## src/lsu_pkg.sv

```systemverilog
package lsu_pkg;

	typedef logic [31:0] addr_t;   // Byte address from the core
	typedef logic [31:0] data_t;   // Load and store data
	typedef logic [7:0]  byte_t;   // One memory byte
	typedef logic [2:0]  acc_t;    // RISC-V funct3 access code
	typedef logic [3:0]  region_t; // Decoded access target
	typedef logic [6:0]  seg_t;    // Seven-segment pattern, active low, gfedcba
	typedef logic [3:0]  nibble_t; // One hex digit

	// Bit 2 selects zero extension, bits 1:0 give the size
	localparam acc_t ACC_B  = 3'b000; // Signed byte
	localparam acc_t ACC_H  = 3'b001; // Signed halfword
	localparam acc_t ACC_W  = 3'b010; // Word
	localparam acc_t ACC_BU = 3'b100; // Unsigned byte
	localparam acc_t ACC_HU = 3'b101; // Unsigned halfword

	localparam region_t REG_NONE  = 4'd0; // Unmapped
	localparam region_t REG_MEM   = 4'd1; // Data memory
	localparam region_t REG_LEDR  = 4'd2; // Red LEDs
	localparam region_t REG_LEDG  = 4'd3; // Green LEDs
	localparam region_t REG_HEX03 = 4'd4; // Hex digits 3..0
	localparam region_t REG_HEX47 = 4'd5; // Hex digits 7..4
	localparam region_t REG_LCD   = 4'd6; // LCD register
	localparam region_t REG_SW    = 4'd7; // Switch inputs
	localparam region_t REG_KEY   = 4'd8; // Key inputs

	localparam int IO_REGION_W = 12; // 4 KiB per IO region

	localparam addr_t BASE_LEDR  = 32'h1000_0000;
	localparam addr_t BASE_LEDG  = 32'h1000_1000;
	localparam addr_t BASE_HEX03 = 32'h1000_2000;
	localparam addr_t BASE_HEX47 = 32'h1000_3000; // Differs from HEX03 only in bit 12
	localparam addr_t BASE_LCD   = 32'h1000_4000;
	localparam addr_t BASE_KEY   = 32'h1000_5000;
	localparam addr_t BASE_SW    = 32'h1001_0000;

	// Digits 0..F
	localparam seg_t SEG_TABLE [16] = '{
		7'h40, 7'h79, 7'h24, 7'h30,
		7'h19, 7'h12, 7'h02, 7'h78,
		7'h00, 7'h10, 7'h08, 7'h03,
		7'h46, 7'h21, 7'h06, 7'h0E
	};

endpackage

```

## src/lsu_addr_decode.sv

```systemverilog
`timescale 1ns/10ps

module lsu_addr_decode #(
	parameter int DMEM_ADDR_W = 11 // Memory occupies 0 .. 2**DMEM_ADDR_W-1
) (
	input  lsu_pkg::addr_t   i_addr,  // Byte address
	output lsu_pkg::region_t o_region // Decoded target
);

	localparam int PAGE_W = 32 - lsu_pkg::IO_REGION_W; // Bits above one IO region

	logic [PAGE_W-1:0] page;    // 4 KiB page of the access
	logic              mem_hit; // All bits above the memory size are zero

	// Page number of an address
	function automatic logic [PAGE_W-1:0] page_of(input lsu_pkg::addr_t a);
		return a[31:lsu_pkg::IO_REGION_W];
	endfunction

	assign page    = page_of(i_addr);
	assign mem_hit = (i_addr[31:DMEM_ADDR_W] == '0);

	always_comb begin
		if (mem_hit) begin
			o_region = lsu_pkg::REG_MEM;
		end else begin
			case (page)
				page_of(lsu_pkg::BASE_LEDR):  o_region = lsu_pkg::REG_LEDR;
				page_of(lsu_pkg::BASE_LEDG):  o_region = lsu_pkg::REG_LEDG;
				page_of(lsu_pkg::BASE_HEX03): o_region = lsu_pkg::REG_HEX03;
				page_of(lsu_pkg::BASE_HEX47): o_region = lsu_pkg::REG_HEX47;
				page_of(lsu_pkg::BASE_LCD):   o_region = lsu_pkg::REG_LCD;
				page_of(lsu_pkg::BASE_KEY):   o_region = lsu_pkg::REG_KEY;
				page_of(lsu_pkg::BASE_SW):    o_region = lsu_pkg::REG_SW;
				default:                      o_region = lsu_pkg::REG_NONE; // Hole in the map
			endcase
		end
	end

endmodule

```

## config.mk

```make
export PLATFORM = sky130hd
export DESIGN_NAME = lsu_addr_decode
export DESIGN_NICKNAME = d
export VERILOG_FILES = /design/src/lsu_pkg.sv /design/src/lsu_addr_decode.sv
export SDC_FILE = /design/constraint.sdc
export NUM_CORES = 1
export LEC_CHECK = 0
export ABC_AREA = 1
export BUFFER_PORTS_ARGS = -buffer_cell sky130_fd_sc_hd__buf_4
export CAP_MARGIN = 20
export CORE_AREA = 3 3 40 42
export DETAILED_ROUTE_END_ITERATION = 7
export DIE_AREA = 0 0 43 45
export PLACE_DENSITY = 0.71
export SETUP_SLACK_MARGIN = 0.4
export SYNTH_ARGS = -nofsm -noshare
export SYNTH_HDL_FRONTEND = slang
export SYNTH_SLANG_ARGS = --single-unit
```

## constraint.sdc

```tcl
create_clock -name vclk -period 0.9
set_input_delay 0.18 -clock vclk [all_inputs]
set_output_delay 0.18 -clock vclk [all_outputs]
set_load 0.05 [all_outputs]
```

Word-level counts from Yosys, hierarchy flattened

Cells that the tools add are included.

Eq/ne operators: 7
Reduce and logical (&&, ||, !) cells: 1
Shift-type cells: 0
Bitwise operators: 0
Divide/modulo/power cells: 0
Multipliers: 0
Mux-type cells: 2
Add/sub/neg operators: 0
Magnitude comparators: 0

Operators with widths:

| kind                                                                     | count |
|---|---|
| 20-bit by 17-bit equality test with 1-bit output (second input constant) | 7 |
| 4-bit one-hot mux with 7 select lines                                    | 1 |
| 21-bit logical NOT                                                       | 1 |
| 4-bit two-way mux                                                        | 1 |

Bits in writable memories: 0
Memories: 0
Bits in read-only memories: 0
Latch bits: 0
Register bits after elaboration: 0
Input port bits: 32

Depth between registers and ports, before layout

Word-level depth: 3
Depth in mapped cells: 8

Worst setup path before layout

OpenSTA, ideal clock, no wires.

Kind: input-to-output
Start: input i_addr[20]
End: output o_region[3]
Data arrival time: 1.214 ns
Stages: 5
Slack: -0.494 ns
Path through: nor2_1 -> nand2_1 -> nor2_4 -> nand2_4 -> nor3_2

Cells in the longest elaborated chain, start to end: 3
Elaborated cells on any way between the ends: 10
Those cells by class: eq/ne: 7; mux: 2; reduce/logical: 1

Ends and longest elaborated chain:

| item                                             | RTL line              | text |
|---|---|---|
| start: declaration                               | lsu_addr_decode.sv:6  | `input lsu_pkg::addr_t i_addr,` |
| 20-bit by 17-bit equality test with 1-bit output | lsu_addr_decode.sv:27 | `case (page)` |
| 4-bit one-hot mux with 7 select lines            | lsu_addr_decode.sv:27 |  |
| 4-bit two-way mux *                              | lsu_addr_decode.sv:24 | `if (mem_hit) begin` |
| end: declaration                                 | lsu_addr_decode.sv:7  | `output lsu_pkg::region_t o_region` |

Every way passes the cells marked *; elsewhere a longest branch is shown, timed or not.

Worst setup path in the final report

Start: input i_addr[26]
End: output o_region[1]

Same word-level chain as after synthesis.

==> results.md <==
- Leakage Power: around 0.35 nW
- Synth area leader: nor2_1
- Final ANT Viol Nets: 0
- Fraction of layout cells with a size suffix above 1: about 60%
- Top-area cell type share of the netlist area: about a quarter
- Worst hold path class: in2out
- RSZ-0062 raised after global routing: true
- Pwr Density: around 290 nW/um2
- Critical path's slowest cell: nor2_4
- Final Max Slew Viols: 0
- Synth Area in XOR/XNOR: 0%
- Core ar.: ~1300 um2
- Gpl congestion: 0.868
- Syn Std Cell Area: between 200 and 300 um2
- Synthesized area per cell: roughly 4.6 um2
- First-pass GRT wire length: between 1.5 and 2 mm
- Pre-CTS setup slack: -0.461 ns
- Mapped Cells: 61
- DR pass1 iterations: 2
- Commonest non-fill, non-tap cell in the layout: buf_4
- Setup Crit Path Kind: in2out
- Fmax achieved: a little under 800 MHz
- Register area: 0 um2
- Post-synthesis sequential area ratio: 0%
- I/O pin cnt: 36
- Final Hold Viols: 0
- Nets@finish: about 130
- Internal: approximately 120 uW
- Vias in the first global route: 495
- DR iter-0 viols: 3
- Largest family of logic cells by synthesized area: simple AND/OR/NAND/NOR gates
- Status: finished with violations
- Starting Density: roughly 22%
- # setup viols final: 4
- Chip Width: ~43 um
- Post-layout power: between 200 and 250 uW
- Switching share of power: between 40% and 50%
- NetSw: 82.9 uW
- Antenna cells: 0
- CP Launch Type: primary input
- Die height: 45 um
- Area contributors post-synth: nor2_1 25%, nand2_1 17%, nand3_1 12%
- Final period utilization: 143%
- Die ar.: between 1500 and 2000 um2
- FILL cells: between 100 and 150
- Crit-path cells: buf_6 > nor2_4 > nand2_2 > nor2_4 > nand4_1 > nand3_4 > buf_8
- Yosys warning count: 0
- # Max-Cap Violations: 0
- Non-filler cells, final: 108
- Seq cells: 0
- Detail Placement HPWL: just under 900 um
- Synth Area in Compound Gates: 1.77%
- Initial antenna violation count: 0
- Grt total ovfl: 0
- Hold_buf cts: 0
- Routed wire per std cell: roughly 9.6 um
- Period minus WS final: 1.28 ns
- Synth-to-Final Area Change: 147%
- Via-to-Cell Ratio: approximately 4.4
- Rel. slew slack: around 85%
- Final Worst Setup Slack: -0.383 ns
- Worst vdd ir: 137 uV
- Placed Cells incl. Taps: 108
- Most used cell, CP: nor2_4
- Crit path required time: approximately 0.7 ns
- Critical Path End Type: primary output
- Simple-Gate Fraction of Synth Area: 85.0%
- Clk network pwr share: 0%
- Flop pwr share: 0%
- IO Port Bufs: 25
- Combinational group share of total power: between 90% and 100%
- Largest net degree at the start of global routing: 8
- Least-Margin Pin Slew: around 0.23 ns
- Crit-path max FO: 7
- Wirelength, routed: between 1 and 1.5 mm
- Vias: 477
- Post-synthesis adder-cell area fraction: 0%
- GRT Total Usage: about a tenth
- Most frequent cells in the layout: 16 x buf_4, 14 x buf_6, 13 x nor2_1
- CLK BUF: 0
- # DRC: 0
- Worst path max stage delay: 0.22 ns
- Synth unique cells: 13
- Syn_nets: between 90 and 100
- Critical path data arrival time: 1.10 ns
- Cell row count: 13
- Failing checks: negative setup slack
- Multiplexer share of the synthesized area: 0%
## final cells by class
class | instances | area [um2] | share of cell area, %
repair buffers | 32 | 308 | 44.0
inverters | 10 | 45.0 | 6.44
well taps | 15 | 18.8 | 2.68
multi-input cells | 51 | 328 | 46.9
## worst paths after layout
path                           to  startpoint  cells past startpoint  slack, ns
worst max-delay path  o_region[1]  i_addr[26]                      7      -0.38
worst min-delay path  o_region[3]  i_addr[12]                      4       0.80
## timing repair
item	4_1_cts	5_1_grt
cloned	0	0
gates resized for setup	15	12
setup endpoints to repair	4	4
pin swaps	10	14
setup buffers	0	0
## synth_stat cells, drive strengths merged
cell / number
nor2: 23
nand2: 15
inv: 10
nand3: 7
nor3: 3
nand4: 2
o21ai: 1
## power by group through the flow
stage | combinational (mW) | clock [mW] | sequential [mW]
global route | 0.220 | 0 | 0
finish | 0.203 | 0 | 0
global placement | 0.171 | 0 | 0
CTS | 0.185 | 0 | 0
floorplan | 0.0587 | 0 | 0
detailed placement | 0.176 | 0 | 0
## metal layers
layer | track usage, % | up-vias | wire length (um)
met5 | 0 | - | 0
met4 | 0 | 0 | 0
met3 | 0 | 0 | 62
met2 | 24.6 | 15 | 605
met1 | 10.2 | 207 | 366
li1 | - | 255 | -
## critical path, delay by kind of cell
kind | cells | cell delay [ns]
buffers and inverters | 2 | 0.23
AND/OR/NAND/NOR | 5 | 0.69
## through the flow
stage | instance area [um2] | utilization (%) | TNS, ns | hold slack, ns
after global routing | 699 | 54.4 | -1.65 | 0.828
after detailed placement | 606 | 47.1 | -1.68 | 0.837
after global placement | 606 | 47.1 | -1.65 | 0.832
after floorplan | 347 | - | -1.01 | 0.562
final | 699 | 54.4 | -1.42 | 0.796
after CTS | 661 | 51.4 | -1.54 | 0.806
## cells by family (layout without fill, tap and decap cells)
group	after synthesis	after routing
AO/OA/AOI/OAI	1	1
buffers and inverters	10	42
AND/OR/NAND/NOR	50	50
(Power assumes the default switching activity.)
