==> src/lsu_pkg.sv <==
package lsu_pkg;

	typedef logic [31:0] addr_t;   // Byte address from the core
	typedef logic [31:0] data_t;   // Load and store data
	typedef logic [7:0]  byte_t;   // One memory byte
	typedef logic [2:0]  acc_t;    // RISC-V funct3 access code
	typedef logic [3:0]  region_t; // Decoded access target
	typedef logic [6:0]  seg_t;    // Seven-segment pattern, active low, gfedcba
	typedef logic [3:0]  nibble_t; // One hex digit

	// Bit 2 selects zero extension, bits 1:0 give the size
	localparam acc_t ACC_B  = 3'b000; // Signed byte
	localparam acc_t ACC_H  = 3'b001; // Signed halfword
	localparam acc_t ACC_W  = 3'b010; // Word
	localparam acc_t ACC_BU = 3'b100; // Unsigned byte
	localparam acc_t ACC_HU = 3'b101; // Unsigned halfword

	localparam region_t REG_NONE  = 4'd0; // Unmapped
	localparam region_t REG_MEM   = 4'd1; // Data memory
	localparam region_t REG_LEDR  = 4'd2; // Red LEDs
	localparam region_t REG_LEDG  = 4'd3; // Green LEDs
	localparam region_t REG_HEX03 = 4'd4; // Hex digits 3..0
	localparam region_t REG_HEX47 = 4'd5; // Hex digits 7..4
	localparam region_t REG_LCD   = 4'd6; // LCD register
	localparam region_t REG_SW    = 4'd7; // Switch inputs
	localparam region_t REG_KEY   = 4'd8; // Key inputs

	localparam int IO_REGION_W = 12; // 4 KiB per IO region

	localparam addr_t BASE_LEDR  = 32'h1000_0000;
	localparam addr_t BASE_LEDG  = 32'h1000_1000;
	localparam addr_t BASE_HEX03 = 32'h1000_2000;
	localparam addr_t BASE_HEX47 = 32'h1000_3000; // Differs from HEX03 only in bit 12
	localparam addr_t BASE_LCD   = 32'h1000_4000;
	localparam addr_t BASE_KEY   = 32'h1000_5000;
	localparam addr_t BASE_SW    = 32'h1001_0000;

	// Digits 0..F
	localparam seg_t SEG_TABLE [16] = '{
		7'h40, 7'h79, 7'h24, 7'h30,
		7'h19, 7'h12, 7'h02, 7'h78,
		7'h00, 7'h10, 7'h08, 7'h03,
		7'h46, 7'h21, 7'h06, 7'h0E
	};

endpackage

==> src/lsu_io_space.sv <==
`timescale 1ns/10ps

module lsu_io_space (
	input  logic             i_clk,      // Rising-edge clock
	input  logic             i_reset,    // Async reset, active low
	input  lsu_pkg::addr_t   i_addr,     // Byte address
	input  lsu_pkg::data_t   i_st_data,  // Store data
	input  logic             i_wren,     // Store strobe
	input  lsu_pkg::region_t i_region,   // Decoded target
	input  lsu_pkg::data_t   i_mem_data, // Extended memory load
	input  lsu_pkg::data_t   i_io_sw,    // Switches
	input  logic [1:0]       i_io_key,   // Keys
	output lsu_pkg::data_t   o_ld_data,  // Load result
	output lsu_pkg::data_t   o_io_ledr,  // Red LEDs
	output lsu_pkg::data_t   o_io_ledg,  // Green LEDs
	output lsu_pkg::data_t   o_io_lcd,   // LCD register
	output lsu_pkg::seg_t    o_io_hex0,
	output lsu_pkg::seg_t    o_io_hex1,
	output lsu_pkg::seg_t    o_io_hex2,
	output lsu_pkg::seg_t    o_io_hex3,
	output lsu_pkg::seg_t    o_io_hex4,
	output lsu_pkg::seg_t    o_io_hex5,
	output lsu_pkg::seg_t    o_io_hex6,
	output lsu_pkg::seg_t    o_io_hex7
);

	logic [16:0]      ledr_q;      // 17 red LEDs
	logic [7:0]       ledg_q;      // 8 green LEDs
	lsu_pkg::data_t   lcd_q;       // Full LCD word
	lsu_pkg::nibble_t hex_q [8];   // Digit values
	lsu_pkg::seg_t    hex_seg [8]; // Decoded patterns
	logic             hex_hit;     // Access to either hex group
	logic             hex_grp;     // 0 for digits 3..0, 1 for 7..4
	lsu_pkg::data_t   hex_word;    // Padded patterns of the selected group

	assign hex_hit = (i_region == lsu_pkg::REG_HEX03) || (i_region == lsu_pkg::REG_HEX47);
	assign hex_grp = i_addr[lsu_pkg::IO_REGION_W]; // Bit 12 splits the two hex pages

	always_ff @(posedge i_clk or negedge i_reset) begin
		if (!i_reset) begin
			ledr_q <= '0;
			ledg_q <= '0;
			lcd_q  <= '0;
			for (int d = 0; d < 8; d++) begin
				hex_q[d] <= '0; // Shows 0 on every digit
			end
		end else if (i_wren) begin
			case (i_region)
				lsu_pkg::REG_LEDR: ledr_q <= i_st_data[16:0];
				lsu_pkg::REG_LEDG: ledg_q <= i_st_data[7:0];
				lsu_pkg::REG_LCD:  lcd_q  <= i_st_data;
				default: begin
					if (hex_hit) begin
						for (int d = 0; d < 4; d++) begin
							hex_q[{hex_grp, 2'(d)}] <= i_st_data[4*d +: 4]; // Low nibble to low digit
						end
					end
				end
			endcase
		end
	end

	for (genvar d = 0; d < 8; d++) begin : g_seg
		assign hex_seg[d] = lsu_pkg::SEG_TABLE[hex_q[d]];
	end

	assign o_io_ledr = {15'b0, ledr_q};
	assign o_io_ledg = {24'b0, ledg_q};
	assign o_io_lcd  = lcd_q;
	assign o_io_hex0 = hex_seg[0];
	assign o_io_hex1 = hex_seg[1];
	assign o_io_hex2 = hex_seg[2];
	assign o_io_hex3 = hex_seg[3];
	assign o_io_hex4 = hex_seg[4];
	assign o_io_hex5 = hex_seg[5];
	assign o_io_hex6 = hex_seg[6];
	assign o_io_hex7 = hex_seg[7];

	// Each pattern gets a zero MSB to fill a byte
	always_comb begin
		for (int d = 0; d < 4; d++) begin
			hex_word[8*d +: 8] = {1'b0, hex_seg[{hex_grp, 2'(d)}]};
		end
	end

	// Load return select
	always_comb begin
		case (i_region)
			lsu_pkg::REG_MEM:   o_ld_data = i_mem_data;
			lsu_pkg::REG_SW:    o_ld_data = i_io_sw;
			lsu_pkg::REG_KEY:   o_ld_data = {30'b0, i_io_key};
			lsu_pkg::REG_LEDR:  o_ld_data = o_io_ledr;
			lsu_pkg::REG_LEDG:  o_ld_data = o_io_ledg;
			lsu_pkg::REG_LCD:   o_ld_data = lcd_q;
			lsu_pkg::REG_HEX03: o_ld_data = hex_word;
			lsu_pkg::REG_HEX47: o_ld_data = hex_word;
			default:            o_ld_data = '0; // Unmapped reads as zero
		endcase
	end

endmodule

==> config.mk <==
export PLATFORM = sky130hd
export DESIGN_NAME = lsu_io_space
export DESIGN_NICKNAME = d
export VERILOG_FILES = /design/src/lsu_pkg.sv /design/src/lsu_io_space.sv
export SDC_FILE = /design/constraint.sdc
export NUM_CORES = 1
export LEC_CHECK = 0
export ABC_CLOCK_PERIOD_IN_PS = 2300
export BUFFER_PORTS_ARGS = -buffer_cell sky130_fd_sc_hd__buf_4
export CORE_MARGIN = 2
export CORE_UTILIZATION = 48
export CTS_CLUSTER_DIAMETER = 100
export DETAILED_ROUTE_END_ITERATION = 10
export HOLD_SLACK_MARGIN = 0.08
export PLACE_DENSITY = 0.82
export SLEW_MARGIN = 20
export SYNTH_ARGS = -nofsm -noshare
export SYNTH_HDL_FRONTEND = slang
export SYNTH_SLANG_ARGS = --single-unit
==> constraint.sdc <==
create_clock -name i_clk -period 2.3 [get_ports i_clk]
set_input_delay 0.345 -clock i_clk [delete_from_list [all_inputs] [get_ports i_clk]]
set_output_delay 0.345 -clock i_clk [all_outputs]
set_load 0.005 [all_outputs]
# Word-level counts from Yosys, hierarchy flattened
# Memory sizes are Yosys's and may differ from the RTL's.
# Index checks and enable logic that the tools add are counted.
dict set report word_totals {
  register_bits 89
  latch_bits 0
  mem_bits_rw 0
  mem_bits_ro 896
  inputBits 137
  out_inout_bits 184
  elab_cells 108
  n_memories 8
}
# memory words width rd rd_clocked_by_memory_dff wr line_no
set mem_list {}
lappend mem_list {{(no name shown)} 16 7 1 0 0 lsu_io_space.sv:64} ;# assign hex_seg[d] = lsu_pkg::SEG_TABLE[hex_q[d]];
lappend mem_list {{(no name shown)} 16 7 1 0 0 lsu_io_space.sv:64}
lappend mem_list {{(no name shown)} 16 7 1 0 0 lsu_io_space.sv:64}
lappend mem_list {{(no name shown)} 16 7 1 0 0 lsu_io_space.sv:64}
lappend mem_list {{(no name shown)} 16 7 1 0 0 lsu_io_space.sv:64}
lappend mem_list {{(no name shown)} 16 7 1 0 0 lsu_io_space.sv:64}
lappend mem_list {{2 more memories} -- -- -- -- -- --}
dict set report op_classes {
  addsub 0
  n_mul 0
  div 0
  magnitude_cmp 16
  eq_ne 8
  n_shift 0
  mux 41
  n_bitwise 13
  reduce_logical 11
}
# operator count
set ops {}
lappend ops {{$pmux 32 s7} 1}
lappend ops {{$mux 7} 24}
lappend ops {{$bwmux 32} 4}
lappend ops {{$bmux 7 s3} 4}
lappend ops {{$demux 4 s3} 4}
lappend ops {{$ge 5x5->1 const B} 8}
lappend ops {{$not 4->5} 8}
lappend ops {{$eq 4x3->1 const B} 4}
lappend ops {{$ge 4x4->1 const B} 4}
lappend ops {{$lt 4x1->1 const B} 4}
lappend ops {{$mux 4} 4}
lappend ops {{$not 3->4} 4}
lappend ops {{$eq 4x2->1 const B} 2}
lappend ops {{$reduce_and 2->1} 3}
lappend ops {{$eq 4x1->1 const B} 1}
lappend ops {{$eq 4x4->1 const B} 1}
lappend ops {{$logic_and 1x1->1} 4}
lappend ops {{$reduce_and 3->1} 1}
lappend ops {{$reduce_or 3->1} 1}
lappend ops {{$reduce_or 2->1} 1}
lappend ops {{$logic_or 1x1->1} 1}
lappend ops {{$not 1->1} 1}

# Longest topological paths before layout
dict set report depth {
  word_depth 9
  mapped_depth 7
  depth_no_buf 6
}

# Least setup slack after synthesis
# No wires, ideal clock.
dict set report synth_timing {
  path_type {in2out}
  startpoint {input i_region[1]}
  endpoint {output o_ld_data[5]}
  t_arrival_ns 1.636
  required_time_ns 1.955
  setup_slack_ns 0.319
  stages 6
  path_buffers 2
  path_cell_list {buf_2 > buf_1 > mux2_2 > a22oi_1 > nand2_1 > a221o_1}
}
dict set report synth_via {
  elab_chain_len 3
  elab_cells_between_ends 10
  classes_between {eq/ne: 8; mux: 1; reduce/logical: 1}
}
# element line_no
set synth_lines {}
lappend synth_lines {{from (decl)} lsu_io_space.sv:9} ;# input lsu_pkg::region_t i_region,
lappend synth_lines {{$eq 4x3->1} lsu_io_space.sv:88} ;# case (i_region)
lappend synth_lines {{$reduce_or 2->1 (no source line)} --}
lappend synth_lines {{$pmux 32 s7 (*)} lsu_io_space.sv:88}
lappend synth_lines {{to (decl)} lsu_io_space.sv:13} ;# output lsu_pkg::data_t o_ld_data,
# Every way passes the cells marked *; elsewhere a longest branch is shown, timed or not.

# Worst setup path in the final report
dict set report layout_timing {
  startpoint {register hex_q[12] in the netlist's numbering}
  endpoint {output o_ld_data[3]}
}
dict set report layout_via {
  elab_chain_len 8
}
# element line_no
set layout_lines {}
lappend layout_lines {{from (decl)} lsu_io_space.sv:30} ;# lsu_pkg::nibble_t hex_q [8];
lappend layout_lines {{from (signal, indexed assignment)} lsu_io_space.sv:55} ;# hex_q[{hex_grp, 2'(d)}] <= i_st_data[4*d +: 4];
lappend layout_lines {{$not 4->5 (not written as such)} lsu_io_space.sv:64}
lappend layout_lines {{$mem_v2 16x7} --}
lappend layout_lines {{$mux 7 (not written as such) (2 in a row)} lsu_io_space.sv:64}
lappend layout_lines {{$bmux 7 s3} lsu_io_space.sv:82} ;# hex_word[8*d +: 8] = {1'b0, hex_seg[{hex_grp, 2'(d)}]};
lappend layout_lines {{$mux 7 (not written as such) (2 in a row)} lsu_io_space.sv:82}
lappend layout_lines {{$pmux 32 s7} lsu_io_space.sv:88}
# No other way between the ends. The select of a mux whose other input is x is not followed.

==> flow_summary.toml <==
[outcome]
status = "finished, violations left"
violations = "negative setup slack"

[pwr]
power.density_nw_per_um2 = 806
p_switching_uw = 3050
p_leak_uw = 0.00493
vdd_ir_drop_max_mv = 0.643
power.share.sequential_pct = 30.6
swShare_pct = 37.2
p_comb_share_pct = 51.8
p_int_uw = 5160
pwr-share-clk_pct = 17.6

[critical_path]
worst_r2r_path_depth = 1
critical_path_arrival_ps = 2220
path_buf_inv = 1
cp_top_family = "compound AO/OA/AOI/OAI gates"
critical_path_depth = 6
path_cells = "ha_4, nor2b_1, a211oi_1, nor2_1, a221o_1, buf_4"
crit_required_ps = 1960
critPathLaunch = "hex_q[12]"
start_kind = "register"
regToRegStartpoint = "hex_q[14]"
crit_type = "reg2out"
worst-path-max-fanout = 7
crit_slowest_cell = "dfrtp_2"
cp-end-kind = "primary output"
cp_slowest_stage_delay_ps = 510

[yosys]
syn_area_per_cell_um2 = 10.2
synthArstFlopShare_pct = 100
synthCells = 669
yosysSeqAreaShare_pct = 32.5
yosysWarningCount = 0
synthDistinctLibCells = 53
synth-main-ff-cell = "dfrtp_1"
synth_compound_area_share_pct = 16.1
synth_xor_xnor_area_share_pct = 0.255
syn_area_um2 = 6860
yosys.area_share.simple_pct = 9.54
synth.mux.area_fraction_pct = 21.8
synth_top_family_by_area = "multiplexers"
synth-edff-count = 0
synthAdderAreaFrac_pct = 10.2
synth_seq_cells = 89

[routing]
drt-pass1-iter-count = 5
drcViolationCount = 0
drt_iter0_drc = 456
ant_nets = 0
finalWirelength_um = 24200
wl_per_cell_um = 21.2
vias = 6480
avgViaCountPerCell = 5.67

[floorplan]
io-pin-count = 321
start_util_pct = 49.2
dieArea_um2 = 15300
core_region_area_um2 = 13900
num_rows = 43
dieWidth_um = 124
fp.dieH_um = 124

[clocking]
htreeDepth = 3
clock_latency_ps = 350
cts_buffers = 9
numClockSinks = 89
clk_pin_slew_ps = 70
cts_buffer_depth = 2
root_buffer = "clkbuf_16"
cts_tree = "yes"

[grt]
grtUsageTotal_pct = 29.5
grt_pass1_vias = 6134
antenna_found_initial = 0
overflow = 0
grt_max_degree = 40
grt_pass1_wl_um = 33600

[layout]
nNetsFinal = 1150
final_area_um2 = 10200
antenna_cells = 0
layout_commonest_cell = "buf_4"
drive_above_1_share_pct = 57.7
mostFrequentLayoutCells = "buf_4, mux2_2, dfrtp_1, nand2_1, conb_1"
syn2layout_area_growth_pct = 48.5

[sta]
slew_viol_final = 0
relSlewSlack_pct = 52.4
tightest_slew_ps = 714
fin_ws_ps = -267
finalCriticalPeriod_ps = 2570
finalCritPeriodShare_pct = 112
rsz0062_at_grt = "true"
setup_viol = 12
finalClockSkew_ps = 0
max_freq_ghz = 0.390
hold_viol_final = 0

[place]
placed_area_um2 = 8920
dp_slack_ps = 79.7
io_buffers = 250
dp_hpwl_um = 17000
gp_congestion = 0.984

[hold_path]
hold_path_class = "in2reg"
hold_depth = 2
min_from = "i_st_data[17]"

[run]
cap_viol_max_count = 0
layout make-up:
class | instances | area (um2)
Clock inverter | 3 | 23.8
Inverter | 39 | 154
Sequential cell | 89 | 2240
Multi-Input combinational cell | 497 | 4680
Timing Repair Buffer | 321 | 2580
Tap cell | 180 | 225
Clock buffer | 13 | 270
Fill cell | 988 | 3750
kinds of logic (layout without fill, tap and decap cells):
family                     after synthesis  count (layout)
AOI/OAI and AO/OA                      148             148
muxes                                  128             128
and+or+nand+nor                        124             124
buffers and inverters                  121             376
DFF                                     89              89
adders and majority gates               56              56
xor gates and xnor gates                 2               2
other                                    1              39
stage by stage:
step / hold slack [ps] / util [%] / power, uW / cells / setup TNS, ps
global placement: 320 / 64.0 / 5710 / 1084 / 0
CTS: 211 / 69.7 / 7680 / 1128 / -378
detailed placement: 322 / 64.0 / 5810 / 1084 / 0
floorplan: 49.4 / - / 4110 / 707 / 0
finish: 222 / 73.1 / 8210 / 1142 / -872
global route: 216 / 73.1 / 8660 / 1142 / -2010
synth_stat cells (all sizes together) (2+ instances only):
master,instances,area [um2]
o22ai,2,12.5
a222oi,11,110
nand2,50,190
nand3,10,55.1
buf,70,465
mux2i,20,200
clkbuf,12,45.0
a221o,15,150
a211oi,3,22.5
ha,56,701
nand3b,2,15.0
o2bb2ai,5,43.8
dfrtp,89,2230
inv,39,146
nor2,25,109
a22o,11,96.3
nor2b,7,43.8
nand2b,18,113
o21ai,16,80.1
o211ai,2,15.0
and2,2,12.5
a21o,3,22.5
mux2,101,1140
o21a,4,30.0
a31oi,9,56.3
a21oi,20,100
a22oi,36,270
nor3b,2,25.0
nor4b,2,38.8
mux4,7,158
o31ai,3,22.5
a211o,4,35.0
power groups by stage:
stage | Combinational [uW] | Sequential (uW) | Clock (uW)
2_1_floorplan | 1860 | 2260 | 0
3_3_place_gp | 3260 | 2450 | 0
3_5_place_dp | 3330 | 2470 | 0
4_1_cts | 3770 | 2440 | 1470
5_1_grt | 4560 | 2570 | 1530
6_report | 4250 | 2510 | 1450
path summary, 6_finish.rpt:
| path | end | slack, ps |
|---|---|---|
| worst min register to register | o_io_lcd[7] | 540 |
| worst max register to register | hex_q[14] | 1160 |
| worst max-delay path | o_ld_data[3] | -270 |
| max in group asynchronous | hex_q[4] | 1160 |
| min in group asynchronous | ledr_q[1] | 480 |
| worst min-delay path | o_io_lcd[17] | 220 |
registers in the layout, indices dropped and copies added, names as in the netlist:
name / count
hex_q: 32
ledr_q: 17
o_io_lcd: 32
ledg_q: 8
routing by layer:
layer	up-vias	share of wire (%)	global-route usage, %
li1	2936	-	-
met1	3186	39	35.9
met2	316	51	52.6
met3	42	6.9	6.87
met4	0	2.6	7.32
met5	-	0	0
repair_timing:
action / CTS / global route
setup endpoints to repair: 22 / 25
hold buffers: 1 / 0
buffers inserted: 27 / 14
gates resized for setup: 76 / 81
hold endpoints to repair: 31 / 0
pin swaps: 18 / 25
Power figures use the tool's default switching activity.
