**config.mk**
```make
export PLATFORM = sky130hd
export DESIGN_NAME = lsu_byte_lanes_flat
export DESIGN_NICKNAME = d
export VERILOG_FILES = /design/src/lsu_pkg.sv /design/src/mem_lane_if.sv /design/src/lsu_byte_lanes.sv /design/src/flat_wrapper.sv
export SDC_FILE = /design/constraint.sdc
export NUM_CORES = 1
export LEC_CHECK = 0
export BUFFER_PORTS_ARGS = -buffer_cell sky130_fd_sc_hd__buf_4
export CORE_UTILIZATION = 35
export DETAILED_ROUTE_END_ITERATION = 10
export GPL_ROUTABILITY_DRIVEN = 0
export PLACE_DENSITY = 0.77
export SYNTH_ARGS = -nofsm -noshare
export SYNTH_HDL_FRONTEND = slang
export SYNTH_SLANG_ARGS = --single-unit
```
**constraint.sdc**
```tcl
create_clock -name vclk -period 2.65
set_clock_uncertainty 0.1 [all_clocks]
set_input_delay 0.1325 -clock vclk [all_inputs]
set_output_delay 0.1325 -clock vclk [all_outputs]
set_load 0.02 [all_outputs]
```
**src/lsu_pkg.sv**
```systemverilog
package lsu_pkg;

	typedef logic [31:0] addr_t;   // Byte address from the core
	typedef logic [31:0] data_t;   // Load and store data
	typedef logic [7:0]  byte_t;   // One memory byte
	typedef logic [2:0]  acc_t;    // RISC-V funct3 access code
	typedef logic [3:0]  region_t; // Decoded access target
	typedef logic [6:0]  seg_t;    // Seven-segment pattern, active low, gfedcba
	typedef logic [3:0]  nibble_t; // One hex digit

	// Bit 2 selects zero extension, bits 1:0 give the size
	localparam acc_t ACC_B  = 3'b000; // Signed byte
	localparam acc_t ACC_H  = 3'b001; // Signed halfword
	localparam acc_t ACC_W  = 3'b010; // Word
	localparam acc_t ACC_BU = 3'b100; // Unsigned byte
	localparam acc_t ACC_HU = 3'b101; // Unsigned halfword

	localparam region_t REG_NONE  = 4'd0; // Unmapped
	localparam region_t REG_MEM   = 4'd1; // Data memory
	localparam region_t REG_LEDR  = 4'd2; // Red LEDs
	localparam region_t REG_LEDG  = 4'd3; // Green LEDs
	localparam region_t REG_HEX03 = 4'd4; // Hex digits 3..0
	localparam region_t REG_HEX47 = 4'd5; // Hex digits 7..4
	localparam region_t REG_LCD   = 4'd6; // LCD register
	localparam region_t REG_SW    = 4'd7; // Switch inputs
	localparam region_t REG_KEY   = 4'd8; // Key inputs

	localparam int IO_REGION_W = 12; // 4 KiB per IO region

	localparam addr_t BASE_LEDR  = 32'h1000_0000;
	localparam addr_t BASE_LEDG  = 32'h1000_1000;
	localparam addr_t BASE_HEX03 = 32'h1000_2000;
	localparam addr_t BASE_HEX47 = 32'h1000_3000; // Differs from HEX03 only in bit 12
	localparam addr_t BASE_LCD   = 32'h1000_4000;
	localparam addr_t BASE_KEY   = 32'h1000_5000;
	localparam addr_t BASE_SW    = 32'h1001_0000;

	// Digits 0..F
	localparam seg_t SEG_TABLE [16] = '{
		7'h40, 7'h79, 7'h24, 7'h30,
		7'h19, 7'h12, 7'h02, 7'h78,
		7'h00, 7'h10, 7'h08, 7'h03,
		7'h46, 7'h21, 7'h06, 7'h0E
	};

endpackage

```
**src/mem_lane_if.sv**
```systemverilog
`timescale 1ns/10ps

interface mem_lane_if #(
	parameter int DMEM_ADDR_W = 11 // Byte-address bits of the data memory
);

	logic [DMEM_ADDR_W-3:0] lane_addr [4]; // Word index per bank
	lsu_pkg::byte_t         wr_data [4];   // Store byte per bank
	logic                   wr_en [4];     // Write enable per bank
	lsu_pkg::byte_t         rd_data [4];   // Read byte per bank, async

	// Lane mapper side
	modport map (
		output lane_addr,
		output wr_data,
		output wr_en,
		input  rd_data
	);

	// Memory bank side
	modport bank (
		input  lane_addr,
		input  wr_data,
		input  wr_en,
		output rd_data
	);

endinterface

```
**src/lsu_byte_lanes.sv**
```systemverilog
`timescale 1ns/10ps

module lsu_byte_lanes #(
	parameter int DMEM_ADDR_W = 11 // Byte-address bits of the data memory
) (
	input  lsu_pkg::addr_t   i_addr,     // Byte address
	input  lsu_pkg::data_t   i_st_data,  // Store data, right aligned
	input  lsu_pkg::acc_t    i_bmask,    // Access code
	input  logic             i_wren,     // Store strobe
	input  lsu_pkg::region_t i_region,   // Decoded target
	output lsu_pkg::data_t   o_mem_data, // Extended load word
	mem_lane_if.map          lanes       // Four byte banks
);

	localparam int WORD_W = DMEM_ADDR_W - 2; // Word index width per bank

	logic [1:0]        offset;     // Byte offset inside the word
	logic [WORD_W-1:0] word_idx;   // Word holding the first byte
	logic [2:0]        acc_bytes;  // Bytes covered: 1, 2 or 4
	logic              mem_store;  // Store that targets memory
	logic              sign_ext;   // Signed load
	lsu_pkg::byte_t    ld_byte [4]; // Loaded bytes in access order

	assign offset    = i_addr[1:0];
	assign word_idx  = i_addr[DMEM_ADDR_W-1:2];
	assign mem_store = i_wren && (i_region == lsu_pkg::REG_MEM);
	assign sign_ext  = ~i_bmask[2]; // Bit 2 set means zero-extend

	// Access size from the funct3 code
	always_comb begin
		case (i_bmask)
			lsu_pkg::ACC_B, lsu_pkg::ACC_BU: acc_bytes = 3'd1;
			lsu_pkg::ACC_H, lsu_pkg::ACC_HU: acc_bytes = 3'd2;
			lsu_pkg::ACC_W:                  acc_bytes = 3'd4;
			default:                         acc_bytes = 3'd4; // Unused codes act as word
		endcase
	end

	for (genvar b = 0; b < 4; b++) begin : g_lane
		logic [1:0] lane_k; // Access byte that lands in bank b

		assign lane_k = 2'(b) - offset; // Bank b holds byte (b - offset) mod 4

		// Banks below the offset hold the bytes that spill into the next word
		assign lanes.lane_addr[b] = word_idx + WORD_W'(2'(b) < offset);
		assign lanes.wr_data[b]   = i_st_data[8*lane_k +: 8];
		assign lanes.wr_en[b]     = mem_store && (3'(lane_k) < acc_bytes); // Only covered bytes

		// Rotate back: access byte b came from bank (offset + b) mod 4
		assign ld_byte[b] = lanes.rd_data[2'(b) + offset];
	end

	// Sign or zero extension by size
	always_comb begin
		case (acc_bytes)
			3'd1: begin
				o_mem_data = {{24{sign_ext & ld_byte[0][7]}}, ld_byte[0]};
			end
			3'd2: begin
				o_mem_data = {{16{sign_ext & ld_byte[1][7]}}, ld_byte[1], ld_byte[0]};
			end
			default: begin
				o_mem_data = {ld_byte[3], ld_byte[2], ld_byte[1], ld_byte[0]}; // Full word
			end
		endcase
	end

endmodule

```
**src/flat_wrapper.sv**
```systemverilog
// flat-port wrapper written by rule: the top's interface ports become plain ports
module lsu_byte_lanes_flat 
#(
	parameter int DMEM_ADDR_W = 11                                        
)
  (i_addr, i_st_data, i_bmask, i_wren, i_region, o_mem_data, lanes_lane_addr, lanes_wr_data, lanes_wr_en, lanes_rd_data);
  mem_lane_if #(.DMEM_ADDR_W(DMEM_ADDR_W)) lanes_i ();
  input  lsu_pkg::addr_t i_addr;
  input  lsu_pkg::data_t i_st_data;
  input  lsu_pkg::acc_t i_bmask;
  input  logic i_wren;
  input  lsu_pkg::region_t i_region;
  output lsu_pkg::data_t o_mem_data;
  output wire logic [$bits(lanes_i.lane_addr)-1:0] lanes_lane_addr;
  output wire logic [$bits(lanes_i.wr_data)-1:0] lanes_wr_data;
  output wire logic [$bits(lanes_i.wr_en)-1:0] lanes_wr_en;
  input wire logic [$bits(lanes_i.rd_data)-1:0] lanes_rd_data;
  assign lanes_lane_addr = {>>{lanes_i.lane_addr}};
  assign lanes_wr_data = {>>{lanes_i.wr_data}};
  assign lanes_wr_en = {>>{lanes_i.wr_en}};
  assign lanes_i.rd_data = {>>{lanes_rd_data}};
  lsu_byte_lanes #(.DMEM_ADDR_W(DMEM_ADDR_W)) u_core (.i_addr(i_addr), .i_st_data(i_st_data), .i_bmask(i_bmask), .i_wren(i_wren), .i_region(i_region), .o_mem_data(o_mem_data), .lanes(lanes_i));
endmodule
```
* Word level (Yosys, flattened, before mapping)
Index checks and enable logic that the tools add are counted.
** Operators by class
- Order comparisons :: 12
- Reductions and logical operators :: 8
- Muxes and demuxes :: 14
- Bitwise gates (word level) :: 7
- Shifts and indexed selects :: 4
- $add $sub $neg :: 11
- Equal/unequal tests :: 6
** Operator list (count)
- 32-bit by 6-bit variable part select with 8-bit output :: 4
- 8-bit binary-select mux with 2-bit select :: 4
- 8-bit two-way mux :: 8
- 32-bit case mux with 2 select lines :: 1
- 9-bit by 1-bit adder with 9-bit output :: 4
- 3-bit >= comparator, second input constant :: 4
- 2-bit by 3-bit < comparator with 1-bit output :: 4
- 2-bit inverter with 3-bit output :: 4
- 3-bit by 1-bit equality test with 1-bit output, second input constant :: 2
- 3-bit equality test, second input constant :: 2
- 3-bit case mux with 2 select lines :: 1
- 1-bit logical AND :: 5
- 2-bit adder, first input constant :: 2
- 4-bit by 1-bit equality test with 1-bit output, second input constant :: 1
- 1-bit by 2-bit < comparator with 1-bit output, first input constant :: 2
- 2-bit < comparator, first input constant :: 2
- 2-bit OR reduction :: 2
- 1-bit by 2-bit subtractor with 2-bit output, first input constant :: 2
- 2-bit subtractor, first input constant :: 2
- 3-bit by 2-bit equality test with 1-bit output, second input constant :: 1
- 3-bit logical NOT :: 1
- 1-bit by 2-bit adder with 2-bit output, first input constant :: 1
- 1-bit AND :: 2
- 1-bit inverter :: 1
** Word-level totals
- Output and inout bits :: 104
- Flip-flop bits (word level) :: 0
- Input port bits :: 104
- Logic and storage cells :: 62

* Depth between registers and ports, before layout
Gate-level depths: netlist (run 1).
- Depth in word-level cells :: 7
- Depth in mapped cells :: 12
- Gate-level depth less buffers :: 8

* Worst setup path after synthesis (run 1)
Ideal clock, no wire load.
- Path type :: input to output
- Start :: input port i_addr[1]
- End :: output port lanes_wr_en[1]
- Data arrival time :: 2.703 ns
- Stages :: 12
- Buffers on the path :: 6
- Setup slack :: -0.286 ns
- Data required time :: 2.418 ns
- Cell sequence :: buf_6 > buf_2 > clkbuf_1 > inv_1 > ha_1 > buf_2 > buf_2 > buf_1 > inv_1 > ha_1 > a21oi_1 > o21a_1
** On the way
- Cells in the longest elaborated chain, start to end :: 3
** Ends and longest elaborated chain
- from (decl) :: RTL line flat_wrapper.sv:8 : input lsu_pkg::addr_t i_addr;
- 2-bit subtractor :: RTL line lsu_byte_lanes.sv:42 : assign lane_k = 2'(b) - offset;
- 2-bit by 3-bit < comparator with 1-bit output :: RTL line lsu_byte_lanes.sv:47 : assign lanes.wr_en[b] = mem_store && (3'(lane_k) < acc_bytes);
- 1-bit logical AND :: RTL line lsu_byte_lanes.sv:47
- to (decl) :: RTL line flat_wrapper.sv:16 : output wire logic [$bits(lanes_i.wr_en)-1:0] lanes_wr_en;
No other way between the ends.

* Worst setup path in the final report (run 1)
- Start :: input port i_addr[0]
- End :: output port o_mem_data[21]
** On the way
- Cells in the longest elaborated chain, start to end :: 7
- Elaborated cells on any way between the ends :: 17
- Those cells by class :: add/sub (2); mux (10); bitwise (5)
** Ends and longest elaborated chain
- 1-bit by 2-bit adder with 2-bit output :: RTL line lsu_byte_lanes.sv:50 : assign ld_byte[b] = lanes.rd_data[2'(b) + offset];
- 2-bit inverter with 3-bit output (implied by the code) :: RTL line lsu_byte_lanes.sv:50
- 8-bit binary-select mux with 2-bit select :: RTL line lsu_byte_lanes.sv:50
- 8-bit two-way mux (implied by the code) (2 in a row) :: RTL line lsu_byte_lanes.sv:50
- 1-bit AND :: RTL line lsu_byte_lanes.sv:60 : o_mem_data = {{16{sign_ext & ld_byte[1][7]}}, ld_byte[1], ld_byte[0]};
- 32-bit case mux with 2 select lines (*) :: RTL line lsu_byte_lanes.sv:55 : case (acc_bytes)
- to (decl) :: RTL line flat_wrapper.sv:13 : output lsu_pkg::data_t o_mem_data;
Mark *: on every way between the ends. The rest lies on a longest branch, timed or not. The select of a mux whose other input is x is not followed.

==> run metrics, run 1 <==
core region area just under 7000 µm²; Slew headroom about three fifths; crit path kind primary input to primary output; # resized after CTS 0; outcome completed; highest routed layer met4; number of clock buffers in the layout 0; top cells by count, synth 63 x mux4_2, 46 x nand2_1, 18 x xnor2_1; Hold Path Origin i_addr[2]; max incr delay on CP between 0.4 and 0.5 ns; die area approximately 7400 µm²; combinational family with the most area after synthesis multiplexers; Final Power 1.018 mW; max_cap viols 0; Pwr Density about 260 nW/µm²; antenna viol nets, final 0; seq_cells 0; FP Rows 30; sequential area share after synthesis 0%; DRT iter0 DRCs 104; most frequent cell after synthesis mux4_2; peak supply drop ~110 µV; number of nets in the layout 508; global route total overflow 0; DP Wirelength ~6100 µm; Final Max Slew Viols 0; Die Height 86.16 µm; Post-Syn Area 2479 µm²; routed length on met1 about 2900 µm; Port-buffer cells 187; first-pass GRT wire length between 10000 and 15000 µm; Critical Path Most Common Cell buf_4; hold_buf cts 0; Worst Hold End lanes_lane_addr[0]; Register Area 0 µm²; via count 2652; number of vias per cell between 5 and 6; measured slew at the worst slew-check pin between 0.5 and 0.6 ns; Arrival @ worst endpoint 1.94 ns; mux contribution to synthesized area 58.30%; Synth Area in Simple Gates around 13%; fmax 460.2 MHz; endpoints failing hold 0; worst setup margin 0.4768 ns; ANT cells 0; CP max FO 16; Yosys top cell by area mux4_2; leakage ~1.8 nW; post-synthesis cell count 229; die width about 86 µm; gr usage total about a fifth; crit path cell chain buf_4 -> inv_1 -> ha_1 -> buf_4 -> mux4_2 -> a32oi_4 -> nand2_1 -> buf_4; fin crit period between 2 and 2.5 ns; met3 wire length 688 µm; hold crit path type primary input to primary output; worst hold slack between 0.4 and 0.5 ns; initial antenna violation count 0; Worst EP required 2.42 ns; Initial Util 36.28%; synth top area cells mux4_2 57%, ha_1 7.6%, nand2_1 7.0%; share of cells above drive strength 1 66.93%; Layout Utilization a little under three fifths; DRC Markers 0; Synth cell types 27; vias in the first global route approximately 2500; routed len/inst approximately 16 µm; Post-Synth Adder-Cell Area around 7.6%; Worst setup SP type primary input; Synth-to-Final Area Change 55.88%; crit path max-delay cell type a32oi_4; worst hold stages 2; pin count of the biggest net entering global routing 39; endpoint type of the worst setup path primary output; WL final roughly 7600 µm; io pins approximately 210; final setup fails 0; unrepaired setup endpoints after global routing false; met2 wire len 3904 µm; drt first pass iters 4; yosys warns 0; Compound-Gate Fraction of Synth Area around 4.7%; top-area cell type share of the netlist area about 57%; final period utilization slightly above 80%; Setup Fix Bufs, Post-CTS 0; post-route setup TNS 0 ns; post-synthesis average cell area 10.82 µm²; Synth Area in XOR/XNOR under 10%; pre-CTS WS 0.4677 ns; Mapped Nets ~350
[per-layer routing]
| layer | up-vias | track usage (%) |
|---|---|---|
| met1 | 1288 | 24.75 |
| met2 | 141 | 35.28 |
| li1 | 1215 | - |
| met5 | - | 0 |
| met3 | 8 | 2.984 |
| met4 | 0 | 1.970 |
[layout make-up]
| cell class | count | area [µm²] |
|---|---|---|
| timing repair buffer | 193 | 1461 |
| multi-input combinational | 187 | 2256 |
| tap | 96 | 120.1 |
| inverter | 7 | 26.28 |
| fill | 630 | 2968 |
[critical path: cells and delay by family]
kind | cells | cell delay, ns
adders and majority gates | 1 | 0.35
buffers and inverters | 4 | 0.55
and+or+nand+nor | 1 | 0.12
muxes | 1 | 0.34
AOI/OAI and AO/OA | 1 | 0.44
[cells by family (layout without fill, tap and decap cells)]
| logic type | after synthesis | in the layout |
|---|---|---|
| AND/OR/NAND/NOR | 70 | 70 |
| multiplexers | 64 | 64 |
| buffers and inverters | 42 | 200 |
| AO/OA/AOI/OAI | 17 | 17 |
| adder cells (fa/ha/maj) | 15 | 15 |
| XOR/XNOR | 21 | 21 |
[how the worst max path moves through the flow]
stage / end / cells past startpoint / slack [ns] / start
after floorplan: lanes_wr_en[1] / 12 / 0.03 / i_addr[0]
after global placement: o_mem_data[21] / 8 / 0.48 / i_addr[1]
after detailed placement: o_mem_data[21] / 8 / 0.47 / i_addr[0]
after CTS: o_mem_data[21] / 8 / 0.46 / i_addr[0]
after global routing: o_mem_data[19] / 8 / 0.38 / i_addr[0]
final: o_mem_data[21] / 8 / 0.48 / i_addr[0]
[stage by stage]
step	area, µm²	cells
after detailed placement	3864	483
after floorplan	2486	229
after global routing	3864	483
after CTS	3864	483
final	3864	483
after global placement	3864	483
[placed cells by master (no fill, tap or decap)]
cell type  Yosys  routed
o21ai_0        8       8
mux4_1         1       1
buf_4         10     192
nand3_1        7       7
nor3b_1        1       1
nand4_1        6       6
a21oi_1        4       4
nand2b_1       1       1
nor2_1         2       2
nand2_1       46      46
mux4_2        63      63
buf_12         0       1
and4_1         2       2
or3b_2         1       1
inv_1          7       7
xnor2_1       18      18
a32oi_4        1       1
ha_1          15      15
xor2_1         3       3
or2_2          1       1
and4b_1        1       1
nor2b_1        1       1
or3_1          1       1
o21a_1         4       4
[report_power, final]
part           internal, mW  switching, mW
Combinational         0.509          0.509
Clock                     0              0
Sequential                0              0
Total                 0.509          0.509
No activity file was read; power rests on OpenSTA's default activity.
==> run 2: changes to the inputs <==
==> constraint.sdc (replaced) <==
create_clock -name vclk -period 1.9
set_clock_uncertainty 0.1 [all_clocks]
set_input_delay 0.095 -clock vclk [all_inputs]
set_output_delay 0.095 -clock vclk [all_outputs]
set_load 0.02 [all_outputs]
==> run metrics, run 2 (synthesized netlist as in run 1, its figures left out) <==
outcome completed; Initial Util around 36%; Final Max Slew Viols 0; io pins 208; final period utilization 96.16%; endpoint type of the worst setup path primary output; share of cells above drive strength 1 70.85%; ANT cells 0; measured slew at the worst slew-check pin roughly 0.4 ns; die width ~86 µm; crit path kind primary input to primary output; fillers 595; non-filler cells, final between 400 and 500; switching share of power 49.41%; Worst Hold End lanes_lane_addr[0]; drt first pass iters 4; worst hold stages 2; hold crit path type primary input to primary output; Critical Path Most Common Cell buf_4; antenna viol nets, final 0; Placed Cells 492; routed len/inst ~16 µm; initial antenna violation count 0; Arrival @ worst endpoint about 1.6 ns; number of nets in the layout roughly 520; final setup fails 0; WL final 7791 µm; Worst EP required about 1.7 ns; pin count of the biggest net entering global routing 35; Hold Path Origin i_addr[2]; leakage between 1.5 and 2 nW; Pwr Density approximately 360 nW/µm²; endpoints failing hold 0; core region area 6832 µm²; gr usage total 19.36%; DP Wirelength around 6300 µm; sequential cell fraction of total power 0%; Slew headroom between 70 and 80%; peak supply drop between 100 and 150 µV; DRT iter0 DRCs 83; fin crit period 1.827 ns; fmax roughly 550 MHz; max incr delay on CP around 0.31 ns; crit path cell chain buf_4 -> or2_2 -> ha_1 -> nand2b_4 -> ha_4 -> inv_1 -> a21oi_1 -> o21a_1 -> buf_4; Clk network pwr share 0%; vias in the first global route 2515; internal power approximately 0.74 mW; commonest non-fill, non-tap cell in the layout buf_4; worst hold slack around 0.33 ns; DRC Markers 0; max_cap viols 0; number of vias per cell approximately 5.5; global route total overflow 0; Synth-to-Final Area Change 62.70%; Worst setup SP type primary input; Port-buffer cells 187; hold_buf cts 0; seq_cells 0; NetSw roughly 0.72 mW; via count around 2700; first-pass GRT wire length 11930 µm; die area 7423 µm²; Register Area 0 µm²; number of clock buffers in the layout 0; Logic pwr share 100.0%; Die Height between 80 and 90 µm; CP max FO 4; crit path max-delay cell type or2_2; commonest cells after routing, fill and taps aside 201 x buf_4, 63 x mux4_2, 46 x nand2_1, 18 x xnor2_1, 12 x ha_1; FP Rows 30
run 2: stage by stage:
| step | setup WS, ns | area (µm²) | TNS [ns] | total power, mW | util, % |
|---|---|---|---|---|---|
| after floorplan | -0.06912 | 2603 | -0.7468 | 0.8771 | - |
| after detailed placement | -0.08191 | 3975 | -0.3199 | 1.447 | 58.19 |
| after global routing | -0.01216 | 4033 | -0.04559 | 1.554 | 59.03 |
| after global placement | -0.07205 | 3975 | -0.1549 | 1.422 | 58.19 |
| final | 0.07305 | 4033 | 0 | 1.461 | 59.03 |
| after CTS | 0.03603 | 4000 | 0 | 1.456 | 58.55 |
run 2: area by class of cell:
cell class / count / area [µm²] / area share [%]
repair buffers: 204 / 1560 / 38.69
multi-input cells: 187 / 2321 / 57.56
well taps: 96 / 120.1 / 2.979
inverters: 7 / 31.28 / 0.7757
run 2: power by group through the flow:
stage	Sequential (mW)	Clock, mW	Combinational [mW]
final	0	0	1.46
after global routing	0	0	1.55
after CTS	0	0	1.46
after detailed placement	0	0	1.45
after global placement	0	0	1.42
after floorplan	0	0	0.877
run 2: worst max-delay path: cells and delay by family:
family | cells | cell delay (ns)
compound gates | 2 | 0.23
simple gates | 2 | 0.49
fa+ha+maj | 2 | 0.51
buf+inv | 3 | 0.29
run 2: worst max path at each step:
stage | cells after the start | start | endpoint | slack [ns]
floorplan | 10 | i_addr[1] | o_mem_data[16] | -0.07
global placement | 11 | i_bmask[0] | lanes_wr_en[2] | -0.07
detailed placement | 10 | i_bmask[0] | lanes_wr_en[0] | -0.08
CTS | 8 | i_bmask[0] | lanes_wr_en[0] | 0.04
global route | 6 | i_addr[0] | lanes_wr_en[0] | -0.01
finish | 9 | i_bmask[0] | lanes_wr_en[2] | 0.07
run 2: repair_timing:
item,CTS,global route
endpoints found under the setup margin,20,19
pin swaps,1,0
setup buffers,2,0
gates resized for setup,3,6
run 2: per-layer routing:
| layer | up-vias | wire, µm | GRT usage [%] | share of wire, % |
|---|---|---|---|---|
| li1 | 1241 | - | - | - |
| met1 | 1340 | 2962 | 24.32 | 38 |
| met2 | 113 | 4216 | 36.58 | 54 |
| met3 | 8 | 520 | 2.310 | 6.7 |
| met4 | 0 | 92 | 2.121 | 1.2 |
| met5 | - | 0 | 0 | 0 |
